**src/logic/sramPkg.sv**
```systemverilog
package sramPkg;

	// Word geometry
	localparam int byteCount = 4;
	localparam int laneSize = 8;
	localparam int wordSize = byteCount * laneSize;

	// 512 words of storage
	localparam int addressSize = 9;
	localparam int memoryDepth = 1 << addressSize;

	// Wide enough to hold a full-memory count of 512
	localparam int countSize = 10;

	typedef logic [wordSize-1:0] wordT;
	typedef logic [addressSize-1:0] addressT;

	// Single-cycle host request on the primary port
	typedef struct packed {
		logic select;
		logic writeEnable;
		logic [byteCount-1:0] writeMask;
		addressT address;
		wordT writeData;
	} hostReqT;

	// Start pulse for a burst read
	typedef struct packed {
		logic start;
		addressT baseAddress;
		logic [countSize-1:0] length;
	} streamCmdT;

	// Request on the read-only secondary port
	typedef struct packed {
		logic select;
		addressT address;
	} readPortT;

endpackage

```
**src/logic/readCapture.sv**
```systemverilog
`timescale 1ns/1ps

module readCapture #(
	parameter type payloadT = sramPkg::wordT
) (
	input logic clk0,
	input logic rstN,
	input logic select,
	input payloadT readData,
	output payloadT data,
	output logic valid
);

	// Select follows the request through the bank's two stages
	logic [1:0] selectPipe;

	always_ff @(posedge clk0) begin
		if (!rstN) begin
			selectPipe <= '0;
			valid <= 1'b0;
		end else begin
			selectPipe <= {selectPipe[0], select};
			valid <= selectPipe[1];
		end
	end

	// Word is taken from the bank when its read completes
	always_ff @(posedge clk0) begin
		if (selectPipe[1]) begin
			data <= readData;
		end
	end

	// Valid only ever answers a select issued three edges back
	assert property (@(posedge clk0) disable iff (!rstN)
		valid |-> $past(select, 3))
		else $error("readCapture: valid without a matching select");

endmodule

```
**config.mk**
```make
export PLATFORM = sky130hd
export DESIGN_NAME = readCapture
export DESIGN_NICKNAME = d
export VERILOG_FILES = /design/src/logic/sramPkg.sv /design/src/logic/readCapture.sv
export SDC_FILE = /design/constraint.sdc
export NUM_CORES = 1
export LEC_CHECK = 0
export ABC_AREA = 1
export BUFFER_PORTS_ARGS = -buffer_cell sky130_fd_sc_hd__clkbuf_2
export CELL_PAD_IN_SITES_DETAIL_PLACEMENT = 0
export CELL_PAD_IN_SITES_GLOBAL_PLACEMENT = 2
export CORE_MARGIN = 1.5
export CORE_UTILIZATION = 26
export DETAILED_ROUTE_END_ITERATION = 7
export MAX_ROUTING_LAYER = met4
export PLACE_DENSITY_LB_ADDON = 0.1
export SYNTH_ARGS = -nofsm -noshare
export SYNTH_HDL_FRONTEND = slang
export SYNTH_SLANG_ARGS = --single-unit
```
**constraint.sdc**
```tcl
create_clock -name clk0 -period 2 [get_ports clk0]
set_clock_uncertainty 0.05 [all_clocks]
set_input_delay 0.3 -clock clk0 [delete_from_list [all_inputs] [get_ports clk0]]
set_output_delay 0.3 -clock clk0 [all_outputs]
set_load 0.01 [all_outputs]
```
==> flow_summary.yaml <==
flow_run:
  drv_cap: 0
clocking:
  cts-buffers-inserted: 5
  cts_tree: "done"
  postCtsSetupRepairBufs: 0
  cts-resized-gates: 0
  cts_htree_levels: 2
  clk_root_buffer_cell: "sky130_fd_sc_hd__clkbuf_8"
  clk_latency_ns: 0.27
  numClockSinks: 35
  clkSlewWorstSetupHoldPaths_ns: 0.06
  cts.hold.buffers_added: 0
  ctsLongestPathBuffers: 2
setup_path:
  setup.worst_path.end_class: "flop"
  worst-path-buf-inv: 1
  worst_path_max_delay_cell: "sky130_fd_sc_hd__dfxtp_1"
  nature_of_the_critical_path_startpoint: "flop"
  criticalPathCategory: "flop to flop"
  worst_ep_required_time_ns: 1.89
  critical_path_arrival_ns: 1.06
  critical_path.max_fanout: 30
  cp_slowest_stage_delay_ns: 0.41
  crit_path_cell_trace: "buf_4"
  cpLargestDelayFamily: "flip-flops"
synth:
  synthesis.area_per_instance_um2: 25.5
  synth_warnings: 0
  synth_top_cell_area_share: 0.921
  synth.largest_area_cell: "sky130_fd_sc_hd__edfxtp_1"
  number_of_different_library_cells_in_the_post_synthesis_netlist: 4
  post_synth_instance_area_um2: 1040
  synthesis.instances: 41
  synthesis.nets: 76
  yosys_register_bits: 35
  synthTopCellsByArea: "sky130_fd_sc_hd__edfxtp_1, sky130_fd_sc_hd__dfxtp_1, sky130_fd_sc_hd__inv_1"
  synth_seq_area_share: 0.978
cells_and_area:
  layout.filler_cells: 379
  postLayoutCoreUtil: 0.408
  insertedDiodeCount: 0
  drive_gt1_frac: 0.624
  nets: 151
  final_cell_mix: "sky130_fd_sc_hd__clkbuf_2, sky130_fd_sc_hd__edfxtp_1, sky130_fd_sc_hd__clkbuf_8"
  area_growth_pct: 46.3
  most_frequent_standard_cell_in_the_layout_excluding_fill_and_tap_cells: "sky130_fd_sc_hd__clkbuf_2"
global_routing:
  grt_start_max_net_pins: 31
  initial_antenna_violation_count: 0
  global_route.overflow_total: 0
  grt_first_pass_wirelength_mm: 2.75
  grt_pass1_vias: 606
  global_route.usage.total: 0.0937
timing:
  setup_violations: 0
  timing.final.hold_violations: 0
  setup_tns_final_ns: 0
  slew_headroom: 0.762
  unrepaired_setup_endpoints_after_global_routing: "false"
  final_max_slew_viol_count: 0
  tightestPinTransition_ns: 0.356
  final_period_minus_worst_setup_slack_ns: 1.17
  final_min_period_over_clock_period: 0.587
  highest_attainable_clock_frequency_ghz: 0.852
hold_path:
  hold_path_class: "input port to flop"
route:
  drt-total-wl_mm: 1.96
  viasPerCell: 3.76
  pre_antenna_drt_iters: 4
  routed_wire_length_per_instance_um: 11.9
  remaining_drc_errors: 0
  count_of_nets_left_with_antenna_violations_after_detail_routing: 0
  dr_total_vias: 621
  detail_route.iter0.violations: 17
power_and_ir_drop:
  power.leakage_nw: 0.674
  pwrdens_nw_per_um2: 882
  power.ir.vdd_worst_v: 0.000475
  fin_total_pwr_w: 0.00135
floorplan:
  fp.coreArea_um2: 3740
  fp-row-count: 22
  start_util: 0.279
  design.die.area_um2: 4400
  die_x_um: 66.4
  floorplan.io_pins: 68
  chipHeight_um: 66.4
placement:
  place.port_buffers: 67
  finalWeightedCongestion: 0.632
outcome:
  result_of_the_run: "completed"
-- cells in the mapped netlist --
library cell                n
sky130_fd_sc_hd__edfxtp_1  32
sky130_fd_sc_hd__dfxtp_1    3
sky130_fd_sc_hd__inv_1      3
sky130_fd_sc_hd__nand2_1    3
-- power by group --
group	switching, W	leakage (nW)	internal [W]
logic	0.0000339	0.315	0.0000358
clock network	0.000211	0.0403	0.000237
registers	0.00000601	0.319	0.000823
total	0.000251	0.674	0.00110
-- metal layers --
| metal | global-route usage | vias up | routed length, µm |
|---|---|---|---|
| met4 | 0.0383 | 0 | 21 |
| met3 | 0.0494 | 2 | 224 |
| li1 | - | 302 | - |
| met2 | 0.166 | 41 | 1070 |
| met5 | - | - | 0 |
| met1 | 0.0824 | 276 | 641 |
-- state kept, by name, indices dropped and copies added (netlist names) --
signal	cells
data	32
selectPipe	2
valid	1
-- final cells by class --
cell class                 count  area [µm²]  area share
sequential                    35        1020       0.669
timing repair buffer          68         343       0.225
clock inverter                 2        7.51     0.00492
inverter                       3        11.3     0.00738
clock buffer                   6        72.6      0.0475
tap                           48        60.1      0.0393
multi-input combinational      3        11.3     0.00738
-- logic make-up after synthesis --
family	share of synthesized area
simple gates	0.0108
buf+inv	0.0108
flops	0.978
-- per-stage QoR --
stage | cells | worst slack (ns) | instance area (µm²) | hold slack, ns
3_3_place_gp | 157 | 0.867 | 1450 | 0.383
3_5_place_dp | 157 | 0.834 | 1450 | 0.376
5_1_grt | 165 | 0.750 | 1530 | 0.128
4_1_cts | 165 | 0.816 | 1530 | 0.132
2_1_floorplan | 41 | 0.575 | 1040 | 0.340
6_report | 165 | 0.826 | 1530 | 0.146
-- worst paths after layout --
| kind | end | cells after the start | startpoint | slack [ns] |
|---|---|---|---|---|
| worst max-delay path | data[2] | 1 | selectPipe[1] | 0.83 |
| worst min-delay path | data[3] | 1 | readData[3] | 0.15 |
| worst max register to register | data[2] | 1 | selectPipe[1] | 0.83 |
| worst min register to register | selectPipe[1] | 2 | selectPipe[0] | 0.38 |
(Power assumes the default switching activity.)
