### config.mk
export PLATFORM = sky130hd
export DESIGN_NAME = sramController
export DESIGN_NICKNAME = d
export VERILOG_FILES = /design/src/logic/sramPkg.sv /design/src/logic/sramController.sv
export SDC_FILE = /design/constraint.sdc
export NUM_CORES = 1
export LEC_CHECK = 0
export ABC_AREA = 0
export ABC_CLOCK_PERIOD_IN_PS = 2300
export BUFFER_PORTS_ARGS = -buffer_cell sky130_fd_sc_hd__buf_2
export CORE_MARGIN = 2
export CORE_UTILIZATION = 44
export DETAILED_ROUTE_END_ITERATION = 6
export GPL_TIMING_DRIVEN = 0
export PLACE_DENSITY = 0.78
export SYNTH_ARGS = -nofsm -noshare
export SYNTH_HDL_FRONTEND = slang
export SYNTH_SLANG_ARGS = --single-unit
### constraint.sdc
create_clock -name clk0 -period 2.3 [get_ports clk0]
set_clock_uncertainty 0.15 [all_clocks]
set_input_delay 0.115 -clock clk0 [delete_from_list [all_inputs] [get_ports clk0]]
set_output_delay 0.115 -clock clk0 [all_outputs]
set_load 0.005 [all_outputs]
### src/logic/sramPkg.sv
package sramPkg;

	// Word geometry
	localparam int byteCount = 4;
	localparam int laneSize = 8;
	localparam int wordSize = byteCount * laneSize;

	// 512 words of storage
	localparam int addressSize = 9;
	localparam int memoryDepth = 1 << addressSize;

	// Wide enough to hold a full-memory count of 512
	localparam int countSize = 10;

	typedef logic [wordSize-1:0] wordT;
	typedef logic [addressSize-1:0] addressT;

	// Single-cycle host request on the primary port
	typedef struct packed {
		logic select;
		logic writeEnable;
		logic [byteCount-1:0] writeMask;
		addressT address;
		wordT writeData;
	} hostReqT;

	// Start pulse for a burst read
	typedef struct packed {
		logic start;
		addressT baseAddress;
		logic [countSize-1:0] length;
	} streamCmdT;

	// Request on the read-only secondary port
	typedef struct packed {
		logic select;
		addressT address;
	} readPortT;

endpackage

### src/logic/sramController.sv
`timescale 1ns/1ps

module sramController (
	input logic clk0,
	input logic rstN,
	input sramPkg::streamCmdT streamCmd,
	input sramPkg::addressT sequencerAddress,
	output logic load,
	output logic advance,
	output sramPkg::readPortT secondaryReq,
	output logic busy,
	output logic done
);
	import sramPkg::*;

	// High while secondary reads are being issued
	logic issuing;

	// Words still to be issued
	logic [countSize-1:0] remaining;

	// Follows the last read through bank and capture latency
	logic [2:0] tailPipe;

	logic startAccept;
	logic lastIssue;

	// Starts are dropped while a stream runs or when empty
	assign startAccept = streamCmd.start && !busy && (streamCmd.length != '0);
	assign lastIssue = issuing && (remaining == countSize'(1));

	always_ff @(posedge clk0) begin
		if (!rstN) begin
			issuing <= 1'b0;
			remaining <= '0;
			tailPipe <= '0;
		end else begin
			tailPipe <= {tailPipe[1:0], lastIssue};
			if (startAccept) begin
				issuing <= 1'b1;
				remaining <= streamCmd.length;
			end else if (issuing) begin
				remaining <= remaining - 1'b1;
				if (lastIssue) begin
					issuing <= 1'b0;
				end
			end
		end
	end

	// Sequencer loads with the start and steps once per issued read
	assign load = startAccept;
	assign advance = issuing;

	assign secondaryReq = '{select: issuing, address: sequencerAddress};

	// Busy spans issue plus the words still in flight
	assign busy = issuing || (|tailPipe);
	assign done = tailPipe[2];

	// An ignored start leaves the count running as before
	assert property (@(posedge clk0) disable iff (!rstN)
		(streamCmd.start && busy) |=>
			(remaining == $past(remaining) - countSize'($past(issuing))))
		else $error("sramController: start during a stream changed the count");

	// Done closes a stream whose last read went out three edges earlier
	assert property (@(posedge clk0) disable iff (!rstN)
		done |-> (busy && $past(issuing, 3)))
		else $error("sramController: done outside a stream");

endmodule

==> impl_metrics.env <==
export IMPL_status="finished clean"
export IMPL_start_kind="input port"
export IMPL_grt_pass1_vias=771
export IMPL_fp_dieH_um=48.3
export IMPL_place_ws_ps=375
export IMPL_antenna_found_initial=0
export IMPL_cts_tree="yes"
export IMPL_setup_violations=0
export IMPL_synth_top_area_share_pct=32.5
export IMPL_grt_pass1_wl_um=3410
export IMPL_final_util_pct=61.1
export IMPL_drtAntennaViolNets=0
export IMPL_viasPerCell=5.51
export IMPL_antenna_cells=0
export IMPL_num_rows=16
export IMPL_gp_congestion=0.933
export IMPL_drive_above_1_share_pct=34.0
export IMPL_async_flop_share_pct=0
export IMPL_rsz0062_at_grt="false"
export IMPL_cp_required_ps=2040
export IMPL_met3_length_um=109
export IMPL_core_area_mm2=0.00190
export IMPL_cap_violations=0
export IMPL_hp_class="in2reg"
export IMPL_drt_iter0_markers=49
export IMPL_top_layer="met4"
export IMPL_clock_sinks=14
export IMPL_placed_cell_area_mm2=0.00103
export IMPL_dr_pass1_iters=4
export IMPL_final_common_cell="buf_2"
export IMPL_hold_violations=0
export IMPL_grt_overflow=0
export IMPL_synthCells=100
export IMPL_totalWireLength_um=2400
export IMPL_dieArea_mm2=0.00233
export IMPL_synth_edff_count=0
export IMPL_h_tree_depth=1
export IMPL_route_detailed_drc=0
export IMPL_synth_nets=133
export IMPL_cts_buffer_depth=2
export IMPL_finalInstanceArea_mm2=0.00116
export IMPL_syn_area_um2=862
export IMPL_powerDensity_mw_per_mm2=572
export IMPL_drv_slew=0
export IMPL_grt_max_degree=11
export IMPL_relSlewSlack_pct=42.6
export IMPL_yosys_area_top_type="dfxtp_1"
export IMPL_fmax_ghz=0.444
export IMPL_route_layer_met1_wl_um=981
export IMPL_peakVddDrop_uv=316
export IMPL_fin_nets=176
export IMPL_grtUsageTotal_pct=21.6
export IMPL_synth_cell_types=38
export IMPL_insertion_delay_ps=290
export IMPL_critPathCaptureType="primary output"
export IMPL_clockRootBuffer="clkbuf_4"
export IMPL_finalPower_mw=0.664
export IMPL_numPortBuffers=26
export IMPL_holdWs_ps=10.6
export IMPL_ys_ff_latch=14
export IMPL_tns_ps=0
export IMPL_via_count=925
export IMPL_cp_max_fo=7
export IMPL_period_share_pct=97.8
export IMPL_avgRoutedWirePerCell_um=14.3
export IMPL_setup_slack_ps=49.7
export IMPL_place_hpwl_um=1590
export IMPL_yosysSeqAreaShare_pct=32.5
export IMPL_crit_type="in2out"
export IMPL_fill_cells=166
export IMPL_ys_warn_count=0
export IMPL_cp_arrival_ps=1990
export IMPL_synth_area_leaders="dfxtp_1 33%, buf_4 8.7%, a21oi_1 5.8%"
export IMPL_avgSynthCellArea_um2=8.62
export IMPL_wl_met2_um=1200
export IMPL_die_w_um=48.3
export IMPL_clkSlewWorstSetupHoldPaths_ps=80
export IMPL_worst_slew_pin_slew_ps=854
export IMPL_area_growth_pct=34.7
export IMPL_period_minus_slack_ps=2250
export IMPL_yosys_most_used_dff="dfxtp_1"
export IMPL_dp_cells=153
export IMPL_layout_cells_non_filler=168
export IMPL_cts_buffers=3
export IMPL_num_io_pins=45
export IMPL_leakage_nw=0.520
export IMPL_layout_common_cells="27 x buf_2, 14 x dfxtp_1, 13 x buf_4"
export IMPL_start_util_pct=45.3
[cell usage after synthesis (all sizes together) (2+ instances only)]
library cell,instances
nand2,4
nand3,4
and2,3
a31oi,2
inv,6
clkbuf,3
ha,2
a22oi,3
a21oi,10
nand3b,5
nor4,2
nor3,2
buf,12
nor2,2
o311ai,2
dfxtp,14
or4,3
nand4,3
and3,2
nand2b,3
[kinds of logic (layout without fill, tap and decap cells)]
group	after synthesis	after routing	share of synthesized area (%)
compound gates	23	23	19.9
mux	1	1	1.16
buf+inv	21	62	14.5
xor+xnor	1	1	1.02
simple gates	38	38	28.0
flops	14	14	32.5
fa+ha+maj	2	2	2.90
[repair_timing]
item / 4_1_cts / 5_1_grt
hold buffers: 9 / 0
hold endpoints to repair: 10 / 0
buffers inserted: 0 / 3
setup endpoints to repair: 0 / 1
gates resized for setup: 0 / 0
[critical path, stage by stage]
cell           delay (ps)
dlygate4sd3_1         550
buf_2                 140
or4_4                 540
o311ai_4              320
buf_6                 170
inv_1                  40
buf_2                 110
[final cells by class]
type                    count  area, µm²  share of cell area [%]
plain buffers              15        103                    8.84
flip-flops and latches     14        280                    24.1
multi-input cells          65        457                    39.3
inverters                   6       22.5                    1.94
repair buffers             38        243                    20.9
clock buffers               3       22.5                    1.94
well taps                  27       33.8                    2.91
[flip-flops by register name (all words and copies together) (netlist names)]
signal     cells
tailPipe       3
advance        1
remaining     10
[worst paths after layout]
path	start	to	slack (ps)	cells after the start
min reg2reg	remaining[9]	remaining[9]	320	2
min	streamCmd[9]	remaining[9]	10	3
max	streamCmd[8]	load	50	7
max reg2reg	advance	remaining[0]	330	6
[where the power goes]
| group | switching [mW] | internal, mW | total, mW |
|---|---|---|---|
| sequential | 0.0237 | 0.266 | 0.290 |
| combinational | 0.117 | 0.113 | 0.230 |
| clock | 0.0830 | 0.0609 | 0.144 |
[routing by layer]
layer / vias to the layer above / track usage [%]
li1: 443 / -
met1: 425 / 25.5
met2: 42 / 37.4
met3: 15 / 2.59
met4: 0 / 12.4
met5: - / 0
No activity file was read; power rests on OpenSTA's default activity.
