<file path="src/logic/sramPkg.sv">
package sramPkg;

	// Word geometry
	localparam int byteCount = 4;
	localparam int laneSize = 8;
	localparam int wordSize = byteCount * laneSize;

	// 512 words of storage
	localparam int addressSize = 9;
	localparam int memoryDepth = 1 << addressSize;

	// Wide enough to hold a full-memory count of 512
	localparam int countSize = 10;

	typedef logic [wordSize-1:0] wordT;
	typedef logic [addressSize-1:0] addressT;

	// Single-cycle host request on the primary port
	typedef struct packed {
		logic select;
		logic writeEnable;
		logic [byteCount-1:0] writeMask;
		addressT address;
		wordT writeData;
	} hostReqT;

	// Start pulse for a burst read
	typedef struct packed {
		logic start;
		addressT baseAddress;
		logic [countSize-1:0] length;
	} streamCmdT;

	// Request on the read-only secondary port
	typedef struct packed {
		logic select;
		addressT address;
	} readPortT;

endpackage

</file>
<file path="src/logic/addressSequencer.sv">
`timescale 1ns/1ps

module addressSequencer (
	input logic clk0,
	input logic rstN,
	input logic load,
	input sramPkg::addressT baseAddress,
	input logic advance,
	output sramPkg::addressT address
);

	logic [1:0] stepSelect;

	assign stepSelect = {load, advance};

	// Current stream address
	// Increment wraps naturally from the top word back to zero
	always_ff @(posedge clk0) begin
		if (!rstN) begin
			address <= '0;
		end else begin
			casez (stepSelect)
				2'b1?: address <= baseAddress;
				2'b01: address <= address + 1'b1;
				default: address <= address;
			endcase
		end
	end

endmodule

</file>
<file path="config.mk">
export PLATFORM = sky130hd
export DESIGN_NAME = addressSequencer
export DESIGN_NICKNAME = d
export VERILOG_FILES = /design/src/logic/sramPkg.sv /design/src/logic/addressSequencer.sv
export SDC_FILE = /design/constraint.sdc
export NUM_CORES = 1
export LEC_CHECK = 0
export BUFFER_PORTS_ARGS = -buffer_cell sky130_fd_sc_hd__buf_2
export CAP_MARGIN = 10
export CORE_MARGIN = 3
export CORE_UTILIZATION = 35
export CTS_BUF_LIST = sky130_fd_sc_hd__clkbuf_16
export DETAILED_ROUTE_END_ITERATION = 7
export GPL_TIMING_DRIVEN = 0
export HOLD_SLACK_MARGIN = 0.02
export PLACE_DENSITY_LB_ADDON = 0.3
export SETUP_SLACK_MARGIN = 0.5
export SYNTH_ARGS = -nofsm -noshare
export SYNTH_HDL_FRONTEND = slang
export SYNTH_SLANG_ARGS = --single-unit
</file>
<file path="constraint.sdc">
create_clock -name clk0 -period 1.5 [get_ports clk0]
set_input_delay 0.15 -clock clk0 [delete_from_list [all_inputs] [get_ports clk0]]
set_output_delay 0.15 -clock clk0 [all_outputs]
set_load 0.01 [all_outputs]
</file>
==> impl_metrics.yaml, run 1 <==
synthesis:
  syn-num-nets: 76
  synth-async-reset-ratio_pct: 0
  syn-cell-area_sq_um: 524
  yosys_warnings: 0
  seq_area_frac_synth_pct: 34.4
  synth_cells: 62
  synth_cell_types: 29
  syn_avg_cell_area_sq_um: 8.46
  synthFlopType: "dfxtp_1"
  synth_edf_count: 0
  synth_seq_cells: 9
detailed_routing:
  drt_wl_total_microns: 1440
  vias_per_cell: 5.36
  drc: 0
  wl_per_cell_microns: 13.1
  first_pass_iters: 4
  vias: 590
  drt_iter0_markers: 5
  postRouteAntennaNets: 0
power_and_ir_drop:
  clkPwrFrac_pct: 52.1
  p_int_uw: 687
  power.total_uw: 890
  switching_power_uw: 203
  p_sw_share_pct: 22.8
  p_leak_uw: 0.000394
  vdd_ir_drop_max_v: 0.00108
  comb_power_share_pct: 16.2
  power_per_cell_area_nw_per_um2: 989
  seq_power_share_pct: 31.7
sta:
  clock_skew_ps: 0.984
  max_slew_margin_pct: 74.8
  finalMaxSlewViolations: 0
  min_period_ps: 1120
  post-route-period-util_pct: 74.6
  fin_tns_setup_ps: 0
  rsz0062_at_grt: "true"
  hold_violations: 0
  finalSetupViolCount: 0
  tightest_slew_ps: 378
  fmax_ghz: 0.894
floorplan:
  io_pins: 22
  core-area_sq_um: 1350
  row_count: 13
  fp.dieH_microns: 44.7
  start_util_pct: 38.8
  dieArea_sq_um: 2000
  die_x_microns: 44.7
global_routing:
  overflow: 0
  grt_pass1_wl_microns: 2360
  grt_use_met3_pct: 5.98
  grt_util_all_layers_pct: 16.9
  grt_util_met1_pct: 19.3
  grt_util_met2_pct: 26.6
  top_usage_layer: "met2"
  first_global_vias: 536
  antenna_found_initial: 0
  grt_max_degree: 11
layout:
  final_cells: 110
  top_register: "address"
  area_delta_synth_final_pct: 71.6
  diodes: 0
  largest_reg_flops: 9
  final_core_util_pct: 66.6
  final_area_sq_um: 900
  nNetsFinal: 110
  drive_above_1_share_pct: 49.5
  reg_top3: "address (9)"
  most-common-layout-cells: "buf_2 (16), buf_6 (9), o21ai_0 (7)"
  final_common_cell: "buf_2"
placed_design:
  numPortBuffers: 20
  dpl.hpwl_microns: 961
  placed_cell_area_sq_um: 699
  place.gp.congestion: 0.717
  place_inst: 97
clock_tree:
  cts_root_buf: "clkbuf_16"
  cts_buffer_depth: 2
  cts_hold_buffers: 0
  clock_latency_ps: 230
  htreeDepth: 1
  clkSinkCount: 9
  clk_pin_slew_ps: 40
  numCtsBuffers: 3
  cts_tree: "done"
min_path:
  hold-path-cell-count: 3
  min_to: "address[4]$_SDFFE_PN0P_"
  hp-class: "in2reg"
  hold_start: "baseAddress[4]"
critical_path:
  end_kind: "flop"
  crit_fanout: 4
  critPathSlowestCell: "dfxtp_4"
  worst-path-stages: 4
  worstPathRequired_ps: 1620
  crit_family: "compound AO/OA/AOI/OAI gates"
  crit_chain: "ha_4, nand2_4, o21a_1, o311a_1"
  critPathBufInv: 0
  timing.rr.start: "address[1]$_SDFFE_PN0P_"
  arrival_ps: 1240
  regToRegSetupSlack_ps: 380
  crit_type: "reg2reg"
  slowest_delay_ps: 360
  rr_endpoint: "address[6]$_SDFFE_PN0P_"
  reg2reg_depth: 4
  startpoint_type: "flop"
status:
  outcome: "complete, no violations"
flow_run:
  drv_cap: 0
==> worst register-to-register path: stages, from the launching register on <==
cell and delay, ps:
dfxtp_4 360, ha_4 160, nand2_4 50, o21a_1 160
o311a_1 270
==> what timing repair did <==
| action | CTS | global route |
|---|---|---|
| gates cloned | 0 | 0 |
| pin swaps | 5 | 5 |
| setup buffers | 7 | 2 |
| gates resized for setup | 4 | 9 |
| endpoints found under the setup margin | 7 | 14 |
==> stage by stage <==
stage,hold WS (ps),setup slack (ps)
floorplan,327,378
global placement,417,372
detailed placement,423,362
CTS,182,375
global route,245,339
finish,182,381
==> per-layer routing <==
layer / vias to the layer above / part of all wire, %
li1: 298 / -
met1: 270 / 44
met2: 17 / 47
met3: 5 / 6.0
met4: 0 / 2.5
met5: - / 0
==> power groups by stage <==
stage / Clock [uW] / Combinational [uW] / Sequential, uW
floorplan: 0 / 53.1 / 293
finish: 464 / 144 / 282
CTS: 477 / 128 / 280
global route: 488 / 160 / 285
detailed placement: 0 / 101 / 289
global placement: 0 / 99.6 / 288
==> cells by family after synthesis <==
group,Yosys count,share of synthesized area (%)
AO/OA/AOI/OAI,16,18.9
XOR/XNOR,4,6.68
adder cells (fa/ha/maj),1,2.39
buffers and inverters,4,3.82
flip-flops,9,34.4
multiplexers,1,1.91
AND/OR/NAND/NOR,27,32.0
==> cell usage after synthesis (2+ instances only) <==
cell type	instances	area share (%)
nand2_1	3	2.1
xor2_1	2	3.3
o21ai_0	8	7.6
and2_1	3	3.6
dfxtp_1	9	34
nand2b_1	2	2.4
nor3b_1	2	2.9
or4_1	2	2.9
a21oi_1	2	1.9
nand3_1	6	5.7
xnor2_1	2	3.3
nand4_1	3	3.6
o211ai_1	2	2.9
==> cell type report <==
| class | count | area (sq um) |
|---|---|---|
| Clock buffer | 3 | 75.1 |
| Multi-Input combinational cell | 49 | 363 |
| Clock inverter | 1 | 3.75 |
| Inverter | 1 | 3.75 |
| Sequential cell | 9 | 205 |
| Timing Repair Buffer | 29 | 214 |
| Buffer | 3 | 16.3 |
| Tap cell | 15 | 18.8 |
| Fill cell | 108 | 450 |
==> worst max path at each step <==
stage / from / to / slack [ps]
after floorplan: address[1]$_SDFFE_PN0P_ / address[6]$_SDFFE_PN0P_ / 380
after global placement: address[1]$_SDFFE_PN0P_ / address[8]$_SDFFE_PN0P_ / 370
after detailed placement: address[1]$_SDFFE_PN0P_ / address[6]$_SDFFE_PN0P_ / 360
after CTS: address[0]$_SDFFE_PN0P_ / address[6]$_SDFFE_PN0P_ / 370
after global routing: address[0]$_SDFFE_PN0P_ / address[6]$_SDFFE_PN0P_ / 340
final: address[1]$_SDFFE_PN0P_ / address[6]$_SDFFE_PN0P_ / 380
(Power assumes the default switching activity.)
==> inputs of run 2 (changes only) <==
==> constraint.sdc (replaced) <==
create_clock -name clk0 -period 1 [get_ports clk0]
set_input_delay 0.1 -clock clk0 [delete_from_list [all_inputs] [get_ports clk0]]
set_output_delay 0.1 -clock clk0 [all_outputs]
set_load 0.01 [all_outputs]
==> run 2 against run 1 <==
The flow now finishes with violations (negative setup slack). Via count is 0.34% lower. Clock-buffer cell count stayed put. Power is 51% higher. Utilization is 0.65 points lower. Worst hold slack worse by 46 ps. Clock power is 50% higher. Global-route usage is 0.48 points higher. Critical path type unchanged. Largest power group unchanged. Highest routed layer unchanged.
==> impl_metrics.yaml, run 2 (same netlist as run 1, synthesis figures left out) <==
critical_path:
  arrival_ps: 1270
  end_kind: "flop"
  reg2reg_depth: 4
  critPathSlowestCell: "dfxtp_4"
  crit_fanout: 3
  crit_type: "reg2reg"
  rr_endpoint: "address[6]$_SDFFE_PN0P_"
  regToRegSetupSlack_ps: -150
  cp-startpoint: "address[1]$_SDFFE_PN0P_"
  worstPathRequired_ps: 1110
  slowest_delay_ps: 360
  startpoint_type: "flop"
  timing.rr.start: "address[1]$_SDFFE_PN0P_"
  crit_chain: "ha_4, nand2_4, o21a_1, o311a_1"
min_path:
  hp-class: "in2reg"
  min_to: "address[3]$_SDFFE_PN0P_"
  hold-path-cell-count: 3
  hold_start: "baseAddress[3]"
sta:
  post-route-period-util_pct: 115
  clock_skew_ps: 1.20
  tightest_slew_ps: 360
  setup_ws_ps: -152
  holdWs_ps: 136
  max_slew_margin_pct: 76.0
  finalSetupViolCount: 8
  min_period_ps: 1150
  hold_violations: 0
  finalMaxSlewViolations: 0
  fmax_ghz: 0.868
  rsz0062_at_grt: "true"
detailed_routing:
  postRouteAntennaNets: 0
  drt_iter0_markers: 15
  vias_per_cell: 5.50
  drc: 0
  wl_per_cell_microns: 13.6
  first_pass_iters: 4
  vias: 588
  drt_wl_total_microns: 1460
power_and_ir_drop:
  seq_power_share_pct: 31.6
  p_int_uw: 1030
  vdd_ir_drop_max_v: 0.000938
  clkPwrFrac_pct: 51.9
  power.total_uw: 1340
  comb_power_share_pct: 16.5
  power_per_cell_area_nw_per_um2: 1510
  p_sw_share_pct: 23.0
  p_leak_uw: 0.000385
  switching_power_uw: 309
placed_design:
  place.gp.congestion: 0.776
  numPortBuffers: 20
  dpl.hpwl_microns: 889
clock_tree:
  cts_tree: "done"
  clk_pin_slew_ps: 40
  clock_latency_ps: 230
  htreeDepth: 1
  clkSinkCount: 9
  cts_root_buf: "clkbuf_16"
  cts_hold_buffers: 0
  numCtsBuffers: 3
  cts_buffer_depth: 2
global_routing:
  grt_util_all_layers_pct: 17.4
  overflow: 0
  grt_max_degree: 11
  first_global_vias: 562
  antenna_found_initial: 0
  grt_pass1_wl_microns: 2450
floorplan:
  dieArea_sq_um: 2000
  die_x_microns: 44.7
  io_pins: 22
  start_util_pct: 38.8
  fp.dieH_microns: 44.7
  core-area_sq_um: 1350
  row_count: 13
layout:
  final_core_util_pct: 66.0
  largest_reg_flops: 9
  reg_top3: "address (9)"
  most-common-layout-cells: "buf_2 (14), buf_6 (11), dfxtp_4 (8)"
  drive_above_1_share_pct: 47.8
  area_delta_synth_final_pct: 69.9
  top_register: "address"
  fill_cells: 116
  diodes: 0
  final_common_cell: "buf_2"
  nNetsFinal: 107
flow_run:
  drv_cap: 0
status:
  violations: "negative setup slack"
  outcome: "complete, but fails checks"
-- run 2: changes by cell type in the layout (fill, tap and decap cells not counted), sizes merged --
| cell | before | now |
|---|---|---|
| buf | 31 | 28 |
-- run 2: cell type report --
type	instances	area (sq um)	area share, %
Sequential cell	9	211	23.7
Timing Repair Buffer	26	204	22.9
Inverter	1	3.75	0.421
Buffer	3	16.3	1.83
Clock buffer	3	75.1	8.43
Clock inverter	1	3.75	0.421
Multi-Input combinational cell	49	358	40.2
Tap cell	15	18.8	2.11
-- run 2: per-layer routing --
layer | GRT usage [%] | vias up | routed length, microns | share of wire [%]
met1 | 19.7 | 274 | 604 | 41
met3 | 4.38 | 6 | 70 | 4.8
met2 | 26.1 | 16 | 734 | 50
met5 | 0 | - | 0 | 0
li1 | - | 292 | - | -
met4 | 16.9 | 0 | 48 | 3.3
-- run 2: through the flow --
step / setup WS (ps) / cell area [sq um] / instances / TNS [ps]
after CTS: -149 / 885 / 107 / -558
after detailed placement: -140 / 699 / 97 / -462
final: -152 / 891 / 107 / -578
after global placement: -133 / 699 / 97 / -424
after global routing: -184 / 891 / 107 / -945
after floorplan: -122 / 581 / 62 / -342
-- run 2: critical path, delay by kind of cell (launching register included) --
| kind | cells | cell delay [ps] |
|---|---|---|
| AOI/OAI and AO/OA | 2 | 460 |
| adders and majority gates | 1 | 160 |
| DFF | 1 | 360 |
| and+or+nand+nor | 1 | 50 |
-- run 2: what timing repair did --
action	CTS	global route
setup endpoints to repair	18	18
buffers inserted	6	0
pin swaps	8	5
gates resized for setup	16	2
-- run 2: worst max-delay path by stage --
stage                                    to  slack (ps)  cells after the start
global route        address[6]$_SDFFE_PN0P_        -180                      4
CTS                 address[6]$_SDFFE_PN0P_        -150                      4
floorplan           address[6]$_SDFFE_PN0P_        -120                      4
global placement    address[6]$_SDFFE_PN0P_        -130                      4
finish              address[6]$_SDFFE_PN0P_        -150                      4
detailed placement  address[6]$_SDFFE_PN0P_        -140                      4
-- run 2: power groups by stage --
stage	Combinational [uW]	Sequential [uW]	Clock, uW
after CTS	216	423	707
after global placement	150	432	0
final	221	424	697
after global routing	243	429	734
after floorplan	79.6	439	0
after detailed placement	151	432	0
